## src/stack_core_config.svh

```systemverilog
// ------------------------------------------------
// Widths and stack depths of the core
// The instruction word is OPCODE_W + OPERAND_W bits wide
// Instruction and data addresses come from the operand field
// ------------------------------------------------

`ifndef STACK_CORE_CONFIG_SVH
`define STACK_CORE_CONFIG_SVH

// Instruction word fields
`define OPCODE_W 7
`define OPERAND_W 9

// Memory address widths
`define IADDR_W 9
`define DADDR_W 9

// Datapath and output port
`define DATA_W 16
`define IOOUT_W 2

// Stack depths in entries
`define DSTACK_DEPTH 8
`define RSTACK_DEPTH 8

`endif

```

## src/stack_core_pkg.sv

```systemverilog
// ------------------------------------------------
// Shared types of the stack core
// Opcode codes that are not listed decode as NOP
// ------------------------------------------------

`default_nettype none

`include "stack_core_config.svh"

package stack_core_pkg;

	// Instruction word, opcode in the upper bits
	typedef logic [`OPCODE_W+`OPERAND_W-1:0] instr_t;
	typedef logic [`OPERAND_W-1:0]           operand_t;

	typedef enum logic [`OPCODE_W-1:0] {
		OP_NOP   = 0,
		OP_LOD   = 1,
		OP_SET   = 2,
		OP_PSH   = 3,
		OP_POP   = 4,
		OP_ADD   = 5,
		OP_S_ADD = 6,
		OP_AND   = 7,
		OP_S_AND = 8,
		OP_XOR   = 9,
		OP_S_XOR = 10,
		OP_LES   = 11,
		OP_S_LES = 12,
		OP_OUT   = 13,
		OP_JMP   = 15,
		OP_JIZ   = 16,
		OP_CAL   = 17,
		OP_RET   = 18
	} opcode_t;

	// Addresses and data
	typedef logic [`IADDR_W-1:0]       iaddr_t;
	typedef logic [`DADDR_W-1:0]       daddr_t;
	typedef logic signed [`DATA_W-1:0] data_t;
	typedef logic [`IOOUT_W-1:0]       ioaddr_t;

	// PASS keeps the accumulator
	typedef enum logic [2:0] {
		ALU_PASS,
		ALU_LOAD,
		ALU_ADD,
		ALU_AND,
		ALU_XOR,
		ALU_LES
	} alu_op_t;

endpackage

`default_nettype wire

```

## src/lifo_stack.sv

```systemverilog
// ------------------------------------------------
// LIFO stack with no full or empty outputs
// The user must not push when full or pop when empty
// Push and pop in the same cycle are not supported
// ------------------------------------------------

`timescale 1ns/1ps
`default_nettype none

module lifo_stack #(
	parameter type payload_t = logic [7:0],
	parameter int  DEPTH     = 8
) (
	input  logic     clk,
	input  logic     rst,
	input  logic     push,
	input  logic     pop,
	input  payload_t din,
	output payload_t top
);

	localparam int PTR_W = $clog2(DEPTH + 1);
	localparam int IDX_W = (DEPTH > 1) ? $clog2(DEPTH) : 1;

	// Pointer counts the entries held
	logic [PTR_W-1:0] ptr;
	logic [PTR_W-1:0] ptr_dec;
	payload_t         mem [DEPTH];

	assign ptr_dec = ptr - 1'b1;

	always_ff @(posedge clk or posedge rst) begin
		if (rst)
			ptr <= '0;
		else if (push)
			ptr <= ptr + 1'b1;
		else if (pop)
			ptr <= ptr_dec;
	end

	always_ff @(posedge clk) begin
		if (push)
			mem[ptr[IDX_W-1:0]] <= din;
	end

	// Most recent entry, meaningless while empty
	assign top = mem[ptr_dec[IDX_W-1:0]];

	a_no_overflow: assert property (@(posedge clk) disable iff (rst)
		push |-> (int'(ptr) < DEPTH));

	a_no_underflow: assert property (@(posedge clk) disable iff (rst)
		pop |-> (ptr != '0));

	a_no_push_pop: assert property (@(posedge clk) disable iff (rst)
		!(push && pop));

endmodule

`default_nettype wire

```

## src/alu.sv

```systemverilog
// ------------------------------------------------
// Integer ALU, purely combinational
// Results wrap at DATA_W bits, LES is a signed compare
// ------------------------------------------------

`timescale 1ns/1ps
`default_nettype none

module alu
	import stack_core_pkg::*;
(
	input  alu_op_t op,
	input  data_t   in1,
	input  data_t   in2,
	output data_t   result
);

	// in2 is always the accumulator
	always_comb begin
		case (op)
			ALU_PASS: result = in2;
			ALU_LOAD: result = in1;
			ALU_ADD:  result = in1 + in2;
			ALU_AND:  result = in1 & in2;
			ALU_XOR:  result = in1 ^ in2;
			ALU_LES:  result = (in1 < in2) ? data_t'(1) : data_t'(0);
			default:  result = in2;
		endcase
	end

endmodule

`default_nettype wire

```

## src/instr_fetch.sv

```systemverilog
// ------------------------------------------------
// PC, jump prefetch and return-address stack
// Instruction memory must have one cycle of read latency
// Jumps take effect in decode so no bubble is inserted
// ------------------------------------------------

`timescale 1ns/1ps
`default_nettype none

`include "stack_core_config.svh"

module instr_fetch
	import stack_core_pkg::*;
(
	input  logic     clk,
	input  logic     rst,
	input  instr_t   instr,
	input  logic     acc_lsb,
	output iaddr_t   instr_addr,
	output opcode_t  opcode,
	output operand_t operand
);

	iaddr_t pc;
	iaddr_t ret_top;
	logic   is_jmp;
	logic   is_jiz;
	logic   is_cal;
	logic   is_ret;
	logic   take_operand;

	// Instruction fields
	assign opcode  = opcode_t'(instr[`OPCODE_W+`OPERAND_W-1:`OPERAND_W]);
	assign operand = instr[`OPERAND_W-1:0];

	// ------------------------------------------------
	// Control-flow decode

	assign is_jmp = (opcode == OP_JMP);
	assign is_jiz = (opcode == OP_JIZ);
	assign is_cal = (opcode == OP_CAL);
	assign is_ret = (opcode == OP_RET);

	// JIZ tests the value the accumulator is about to take
	assign take_operand = is_jmp | (is_jiz & ~acc_lsb) | is_cal;

	always_comb begin
		if (rst)
			instr_addr = '0;
		else if (take_operand)
			instr_addr = iaddr_t'(operand);
		else if (is_ret)
			instr_addr = ret_top;
		else
			instr_addr = pc;
	end

	// ------------------------------------------------
	// Program counter

	always_ff @(posedge clk or posedge rst) begin
		if (rst)
			pc <= '0;
		else
			pc <= instr_addr + 1'b1;
	end

	// PC already points past the CAL here
	lifo_stack #(
		.payload_t(iaddr_t),
		.DEPTH    (`RSTACK_DEPTH)
	) ret_stack_i (
		.clk (clk),
		.rst (rst),
		.push(is_cal),
		.pop (is_ret),
		.din (pc),
		.top (ret_top)
	);

	a_reset_fetch: assert property (@(posedge clk)
		rst |-> (pc == '0 && instr_addr == '0));

endmodule

`default_nettype wire

```

## src/instr_dec.sv

```systemverilog
// ------------------------------------------------
// Data-path decoder
// Stack strobes act in decode, execute controls one cycle later
// ------------------------------------------------

`timescale 1ns/1ps
`default_nettype none

module instr_dec
	import stack_core_pkg::*;
(
	input  logic     clk,
	input  logic     rst,
	input  opcode_t  opcode,
	input  operand_t operand,
	output logic     dpush,
	output logic     dpop,
	output alu_op_t  alu_op,
	output logic     stack_sel,
	output logic     mem_wr,
	output logic     out_en,
	output daddr_t   wr_addr
);

	alu_op_t op_d;
	logic    wr_d;
	logic    out_d;

	// Stack strobes
	assign dpush = (opcode == OP_PSH);

	always_comb begin
		case (opcode)
			OP_POP, OP_S_ADD, OP_S_AND, OP_S_XOR, OP_S_LES: dpop = 1'b1;
			default: dpop = 1'b0;
		endcase
	end

	// S_ ops share the ALU op of the memory form
	always_comb begin
		op_d  = ALU_PASS;
		wr_d  = 1'b0;
		out_d = 1'b0;
		case (opcode)
			OP_LOD, OP_POP:   op_d = ALU_LOAD;
			OP_ADD, OP_S_ADD: op_d = ALU_ADD;
			OP_AND, OP_S_AND: op_d = ALU_AND;
			OP_XOR, OP_S_XOR: op_d = ALU_XOR;
			OP_LES, OP_S_LES: op_d = ALU_LES;
			OP_SET:           wr_d = 1'b1;
			OP_OUT:           out_d = 1'b1;
			default:          op_d = ALU_PASS;
		endcase
	end

	always_ff @(posedge clk or posedge rst) begin
		if (rst) begin
			alu_op    <= ALU_PASS;
			stack_sel <= 1'b0;
			mem_wr    <= 1'b0;
			out_en    <= 1'b0;
		end else begin
			alu_op    <= op_d;
			stack_sel <= dpop;
			mem_wr    <= wr_d;
			out_en    <= out_d;
		end
	end

	// Write address and output port address
	always_ff @(posedge clk) begin
		wr_addr <= daddr_t'(operand);
	end

	a_wr_out_excl: assert property (@(posedge clk) disable iff (rst)
		!(mem_wr && out_en));

endmodule

`default_nettype wire

```

## src/exec_stage.sv

```systemverilog
// ------------------------------------------------
// Execute stage with operand select and accumulator
// Popped stack data is held for one cycle only
// ------------------------------------------------

`timescale 1ns/1ps
`default_nettype none

module exec_stage
	import stack_core_pkg::*;
(
	input  logic    clk,
	input  logic    rst,
	input  logic    dpop,
	input  alu_op_t alu_op,
	input  logic    stack_sel,
	input  data_t   stack_top,
	input  data_t   mem_data_rd,
	output data_t   acc_next
);

	data_t top_q;
	data_t in1;
	data_t acc;

	// Stack top as it was when the pop left decode
	always_ff @(posedge clk) begin
		if (dpop)
			top_q <= stack_top;
	end

	assign in1 = stack_sel ? top_q : mem_data_rd;

	alu alu_i (
		.op    (alu_op),
		.in1   (in1),
		.in2   (acc),
		.result(acc_next)
	);

	// Accumulator
	always_ff @(posedge clk or posedge rst) begin
		if (rst)
			acc <= '0;
		else
			acc <= acc_next;
	end

endmodule

`default_nettype wire

```

## src/stack_core.sv

```systemverilog
// ------------------------------------------------
// Stack core top level
// Both memories are synchronous with one cycle of read latency
// Data memory must be write-first on an address collision
// ------------------------------------------------

`timescale 1ns/1ps
`default_nettype none

`include "stack_core_config.svh"

module stack_core
	import stack_core_pkg::*;
(
	input  logic    clk,
	input  logic    rst,
	input  instr_t  instr,
	output iaddr_t  instr_addr,
	output logic    mem_wr,
	output daddr_t  mem_addr_rd,
	output daddr_t  mem_addr_wr,
	input  data_t   mem_data_rd,
	output data_t   mem_data_wr,
	output logic    out_en,
	output ioaddr_t addr_out
);

	opcode_t  opcode;
	operand_t operand;
	logic     dpush;
	logic     dpop;
	alu_op_t  alu_op;
	logic     stack_sel;
	data_t    stack_top;
	data_t    acc_next;

	// ------------------------------------------------
	// Fetch and decode

	instr_fetch instr_fetch_i (
		.clk       (clk),
		.rst       (rst),
		.instr     (instr),
		.acc_lsb   (acc_next[0]),
		.instr_addr(instr_addr),
		.opcode    (opcode),
		.operand   (operand)
	);

	instr_dec instr_dec_i (
		.clk      (clk),
		.rst      (rst),
		.opcode   (opcode),
		.operand  (operand),
		.dpush    (dpush),
		.dpop     (dpop),
		.alu_op   (alu_op),
		.stack_sel(stack_sel),
		.mem_wr   (mem_wr),
		.out_en   (out_en),
		.wr_addr  (mem_addr_wr)
	);

	// ------------------------------------------------
	// Data stack and execute

	lifo_stack #(
		.payload_t(data_t),
		.DEPTH    (`DSTACK_DEPTH)
	) data_stack_i (
		.clk (clk),
		.rst (rst),
		.push(dpush),
		.pop (dpop),
		.din (acc_next),
		.top (stack_top)
	);

	exec_stage exec_stage_i (
		.clk        (clk),
		.rst        (rst),
		.dpop       (dpop),
		.alu_op     (alu_op),
		.stack_sel  (stack_sel),
		.stack_top  (stack_top),
		.mem_data_rd(mem_data_rd),
		.acc_next   (acc_next)
	);

	// Memory and port pins
	assign mem_addr_rd = daddr_t'(operand);
	assign mem_data_wr = acc_next;
	assign addr_out    = mem_addr_wr[`IOOUT_W-1:0];

endmodule

`default_nettype wire

```

## config.mk

```make
export PLATFORM = sky130hd
export DESIGN_NAME = stack_core
export DESIGN_NICKNAME = d
export VERILOG_FILES = /design/src/stack_core_pkg.sv /design/src/lifo_stack.sv /design/src/alu.sv /design/src/instr_fetch.sv /design/src/instr_dec.sv /design/src/exec_stage.sv /design/src/stack_core.sv
export VERILOG_INCLUDE_DIRS = /design/src
export SDC_FILE = /design/constraint.sdc
export NUM_CORES = 1
export LEC_CHECK = 0
export BUFFER_PORTS_ARGS = -buffer_cell sky130_fd_sc_hd__buf_2
export CAP_MARGIN = 20
export CORE_ASPECT_RATIO = 1.5
export CORE_MARGIN = 1.5
export CORE_UTILIZATION = 40
export DETAILED_ROUTE_END_ITERATION = 16
export PLACE_DENSITY = 0.62
export SLEW_MARGIN = 10
export SYNTH_ARGS = -nofsm -noshare
export SYNTH_HDL_FRONTEND = slang
export SYNTH_SLANG_ARGS = --single-unit
```

## constraint.sdc

```tcl
create_clock -name clk -period 5 [get_ports clk]
set_input_delay 0.5 -clock clk [delete_from_list [all_inputs] [get_ports clk]]
set_output_delay 0.5 -clock clk [all_outputs]
set_load 0.05 [all_outputs]
```

Word-level counts from Yosys, hierarchy flattened. Memory sizes are Yosys's and may differ from the RTL's. A register that Yosys moved wholly into a read port is not among the register bits. Index checks and enable logic that the tools add are counted.

Output and inout port bits: 47. RAM bits: 200. Register bits after elaboration: 48. Memories kept: 2. Bits of input ports: 34. Word-level logic and storage cells: 72.

Memories: data_stack_i.mem (words 8, width 16, rd ports 1, clocked after Yosys merged registers in 1, write ports 1, RTL line lifo_stack.sv:28) `payload_t mem [DEPTH];`; instr_fetch_i.ret_stack_i.mem (words 8, width 9, rd ports 1, clocked after Yosys merged registers in 0, write ports 1, RTL line lifo_stack.sv:28).

Bitwise gates (word level): 6. Reduce and logical (&&, ||, !) cells: 8. Order comparisons: 1. $add $sub $neg: 6. Mux-type cells: 18. Equal/unequal tests: 22.

Operators with widths (count): $pmux 16 s5 (1); $eq 7x4->1 const B (7); $eq 7x3->1 const B (4); $mux 9 (3); $eq 7x5->1 const B (3); $add 16x16->16 (1); $and 16x16->16 (1); $lt 16x16->1 (1); $mux 16 (1); $mux 4 (4); $xor 16x16->16 (1); $pmux 3 s5 (1); $eq 7x2->1 const B (2); $reduce_or 2->1 (5); $add 9x1->9 const B (1); $add 4x1->4 const B (2); $mux 1 (8); $sub 4x1->4 const B (2); $eq 7x1->1 const B (1); $eq 3x2->1 const B (2); $eq 3x3->1 const B (2); $reduce_or 5->1 (1); $reduce_bool 2->1 (2); $eq 3x1->1 const B (1); 3 further kinds (4).

Depth between registers and ports, before layout.
Depth in word-level cells: 11. Mapped depth: 18. Mapped depth without buffers: 17.

Hierarchy. From an unflattened synthesis, not the netlist that was laid out.

Cell total of the unflattened synthesis: 953. Area, all modules: 12849.8 µm².

Modules (own cells, without submodules): lifo_stack at data_stack_i (sequential area each 3918.8 µm², times used 1, cells each 330, area each 5336.4 µm²); lifo_stack at instr_fetch_i.ret_stack_i (sequential area each 2237.1 µm², times used 1, cells each 137, area each 3014.1 µm²); alu (sequential area each 0.0 µm², times used 1, cells each 295, area each 1924.3 µm²); exec_stage (sequential area each 880.8 µm², times used 1, cells each 51, area each 1133.6 µm²); instr_fetch (sequential area each 225.2 µm², times used 1, cells each 99, area each 942.2 µm²); instr_dec (sequential area each 330.3 µm², times used 1, cells each 39, area each 484.2 µm²); stack_core (sequential area each 0.0 µm², times used 1, cells each 2, area each 15.0 µm²).

Worst setup path before layout. OpenSTA, ideal clock, no wires.

Kind: reg-to-output. From: register instr_dec_i.stack_sel. To: output mem_data_wr[15]. Setup slack: 0.144 ns. Stages on the path, launching flop included: 13. Path buffers: 2. Data required time: 4.500 ns. Arrival time: 4.356 ns. Path through: dfrtp_1 -> buf_4 -> clkbuf_1 -> mux2_2 -> ha_1 -> a21oi_1 -> o21bai_1 -> a21oi_1 -> o211ai_1 -> a2111oi_0 -> o31ai_1 -> xnor2_1 -> o21ai_0.

Cells in the longest elaborated chain, start to end: 3. Elaborated cells on any way between the ends: 5. Those cells by class: add/sub: 1; mux: 2; bitwise: 2.

RTL lines: start, declared (RTL line instr_dec.sv:19) `output logic stack_sel,`; start signal, assigned (RTL line instr_dec.sv:64) `stack_sel <= dpop;`; $mux 16 (*) (RTL line exec_stage.sv:32) `assign in1 = stack_sel ? top_q : mem_data_rd;`; $add 16x16->16 (tied with other cells) (RTL line alu.sv:23) `ALU_ADD: result = in1 + in2;`; $pmux 16 s5 (*) (RTL line alu.sv:20) `case (op)`; end, declared (RTL line stack_core.sv:23) `output data_t mem_data_wr,`.

Every way passes the cells marked *; elsewhere a longest branch is shown, timed or not.

Final worst setup path. Ends and elaborated chain as after synthesis.

==> metrics.cfg <==
[outcome]
status=finished, final reports clean

[floorplan]
start_util_pct=40.6
die_height_um=217
fp.coreArea_um2=30200
io-pin-count=81
rows=78
die_area_um2=31700
die_w_um=146

[synth]
synth_edf_count=216
syn_nets=890
netlist_area_um2=12300
ys_types=69
ys_ff_latch=262
synth_flop_cell=edfxtp_1
syn_inst=814
synth-async-reset-ratio_pct=14.1
avgSynthCellArea_um2=15.1
yosysWarnings=0
ys_seq_area_share_pct=61.9

[worst_setup_path]
critPathCaptureType=primary output
startpoint_type=register
crit_type=reg -> out
worstPathRequired_ns=4.50
cp_max_fo=10
worstPathArrival_ns=4.24

[cells_and_area]
final_net_count=988
fillers=2552
syn2layout_area_growth_pct=15.8
diodes=0
final_common_cell=edfxtp_1
drive_gt1_share_pct=30.0
layout_common_cells=edfxtp_1, buf_2, nor2_1
fin_area_um2=14200

[global_routing]
grtUsageTotal_pct=18.2
gr-total-overflow=0
use_met2_pct=33.5
antenna_found_initial=0
met3_usage_pct=2.33
use_met1_pct=21.1
grt_pass1_vias=7342
grt_max_degree=39
grt_first_pass_wirelength_um=43200
top_usage_layer=met2

[routing]
wire_per_inst_um=21.3
route.detailed.drc=0
drtAntennaViolNets=0
first_pass_iters=5
vias=7204
drtIter0Drc=498
wl_um=28400
viasPerCell=5.41

[placement]
gp_congestion=0.847
placed_area_um2=13300
io_buffers=80
hpwl_um=19500

[timing]
fin_crit_ns=4.74
finalMaxSlewViolations=0
finalCritPeriodShare_pct=94.8
rsz0062_at_grt=false
setup_viol=0
finalClockSkew_ns=0.0210
fmax_ghz=0.211
worstMarginPinSlew_ns=1.10
finalHoldViolations=0
fin_tns_setup_ns=0
max-slew-margin-rel_pct=26.6

[cts]
htreeDepth=1
path_clk_slew_ns=0.06
cts_buffer_depth=3
numCtsBuffers=26
clkLatencyLatePin_ns=0.55
clock-sinks=262
cts_root_buffer=clkbuf_16
cts_tree=built

[pwr]
powerDensity_nw_per_um2=545
peakVddDrop_v=0.000349
leakage_uw=0.00530

[job]
cap_violations=0

[worst_hold_path]
hp-class=in -> reg

==> Yosys cell counts, types with 4 or more instances <==
master	n	area share [%]
a211o_1	5	0.36
a21oi_1	30	1.2
a222oi_1	7	0.57
a22oi_1	6	0.37
buf_1	4	0.12
buf_2	9	0.37
buf_4	15	0.92
buf_6	4	0.37
clkbuf_1	17	0.52
dfrtp_1	37	7.6
dfxtp_1	9	1.5
edfxtp_1	216	53
ha_1	41	4.2
inv_1	33	1.0
inv_2	4	0.12
mux2_2	39	3.6
mux2i_1	29	2.4
mux4_2	50	9.2
nand2_1	30	0.92
nand2b_1	5	0.26
nand3_1	12	0.49
nand4_1	6	0.31
nor2_1	59	1.8
nor2b_1	10	0.51
nor3_1	16	0.65
o211ai_1	4	0.24
o21a_1	5	0.31
o21ai_0	26	1.1
o21bai_1	4	0.24
o22ai_1	7	0.36
xnor2_1	16	1.1
xor2_1	8	0.57
==> path summary, 6_finish.rpt <==
check | startpoint | cells after the start | endpoint | slack, ns
max in group asynchronous | rst | 4 | instr_dec_i.stack_sel | 3.75
min in group asynchronous | rst | 3 | instr_fetch_i.pc[8] | 0.48
min reg2reg | instr_fetch_i.pc[3] | 0 | instr_fetch_i.ret_stack_i.mem[3][3] | 0.61
min | instr[5] | 1 | instr_dec_i.wr_addr[5] | 0.08
max | instr_dec_i.stack_sel | 13 | mem_data_wr[15] | 0.26
max reg2reg | instr_dec_i.stack_sel | 17 | instr_fetch_i.pc[6] | 0.63
==> routing by layer <==
layer  wire length, um  up-vias
met5                 0        -
met4              1060        0
met3              1110       52
met2             15100      171
met1             11100     3670
li1                  -     3311
==> kinds of logic after synthesis <==
| logic type | share of synthesized area (%) |
|---|---|
| mux | 15.6 |
| simple gates | 6.07 |
| compound gates | 6.72 |
| fa+ha+maj | 4.35 |
| xor+xnor | 1.94 |
| flops | 61.9 |
| buf+inv | 3.43 |
==> metrics by stage <==
step / utilization [%] / total power (uW) / instances / hold WS [ns] / worst slack (ns)
detailed placement: 44.0 / 5770 / 1283 / 0.483 / 0.540
global route: 47.1 / 8090 / 1332 / 0.0765 / 0.0436
global placement: 44.0 / 5760 / 1283 / 0.491 / 0.608
CTS: 47.0 / 7830 / 1332 / 0.0567 / 0.0323
floorplan: - / 4940 / 814 / 0.528 / 0.144
finish: 47.1 / 7730 / 1332 / 0.0794 / 0.261
==> sequential cells by signal, summed over array words and instances, names as in the netlist <==
signal and cells:
instr_fetch_i.ret_stack_i.ptr 3, instr_dec_i.mem_wr 1, instr_dec_i.stack_sel 1, instr_fetch_i.pc 9, instr_dec_i.alu_op 3, data_stack_i.mem 128
exec_stage_i.acc 16, instr_fetch_i.ret_stack_i.mem 72, instr_dec_i.out_en 1, instr_dec_i.wr_addr 9, data_stack_i.ptr 3, exec_stage_i.top_q 16
==> critical path: stages (launching register included) <==
cell       delay (ns)
dfrtp_2          0.49
mux2_2           0.42
ha_1             0.34
nand2b_1         0.15
a21oi_1          0.19
o21bai_1         0.09
a21oi_1          0.33
o211ai_1         0.17
a2111oi_1        0.59
o31ai_1          0.20
xnor2_1          0.16
o21ai_0          0.19
buf_4            0.23
buf_12           0.15
==> power by group <==
part	leakage [uW]	internal [uW]	switching, uW
Clock	0.000433	1210	849
Sequential	0.00251	2670	121
Combinational	0.00235	1230	1650
==> final cells by class <==
class / instances / area (um2) / share of cell area (%)
clock buffer: 31 / 691 / 4.86
timing repair buffer: 119 / 741 / 5.22
clock inverter: 17 / 219 / 1.54
sequential: 262 / 7590 / 53.5
tap: 400 / 500 / 3.53
inverter: 37 / 139 / 0.978
multi-input combinational: 466 / 4310 / 30.4
==> timing repair <==
| item | in CTS | in global routing |
|---|---|---|
| hold buffers | 1 | 0 |
| endpoints found under the hold margin | 2 | 0 |
| gates resized for setup | 0 | 5 |
| endpoints found under the setup margin | 0 | 7 |
| setup buffers | 0 | 0 |
Power figures use the tool's default switching activity.
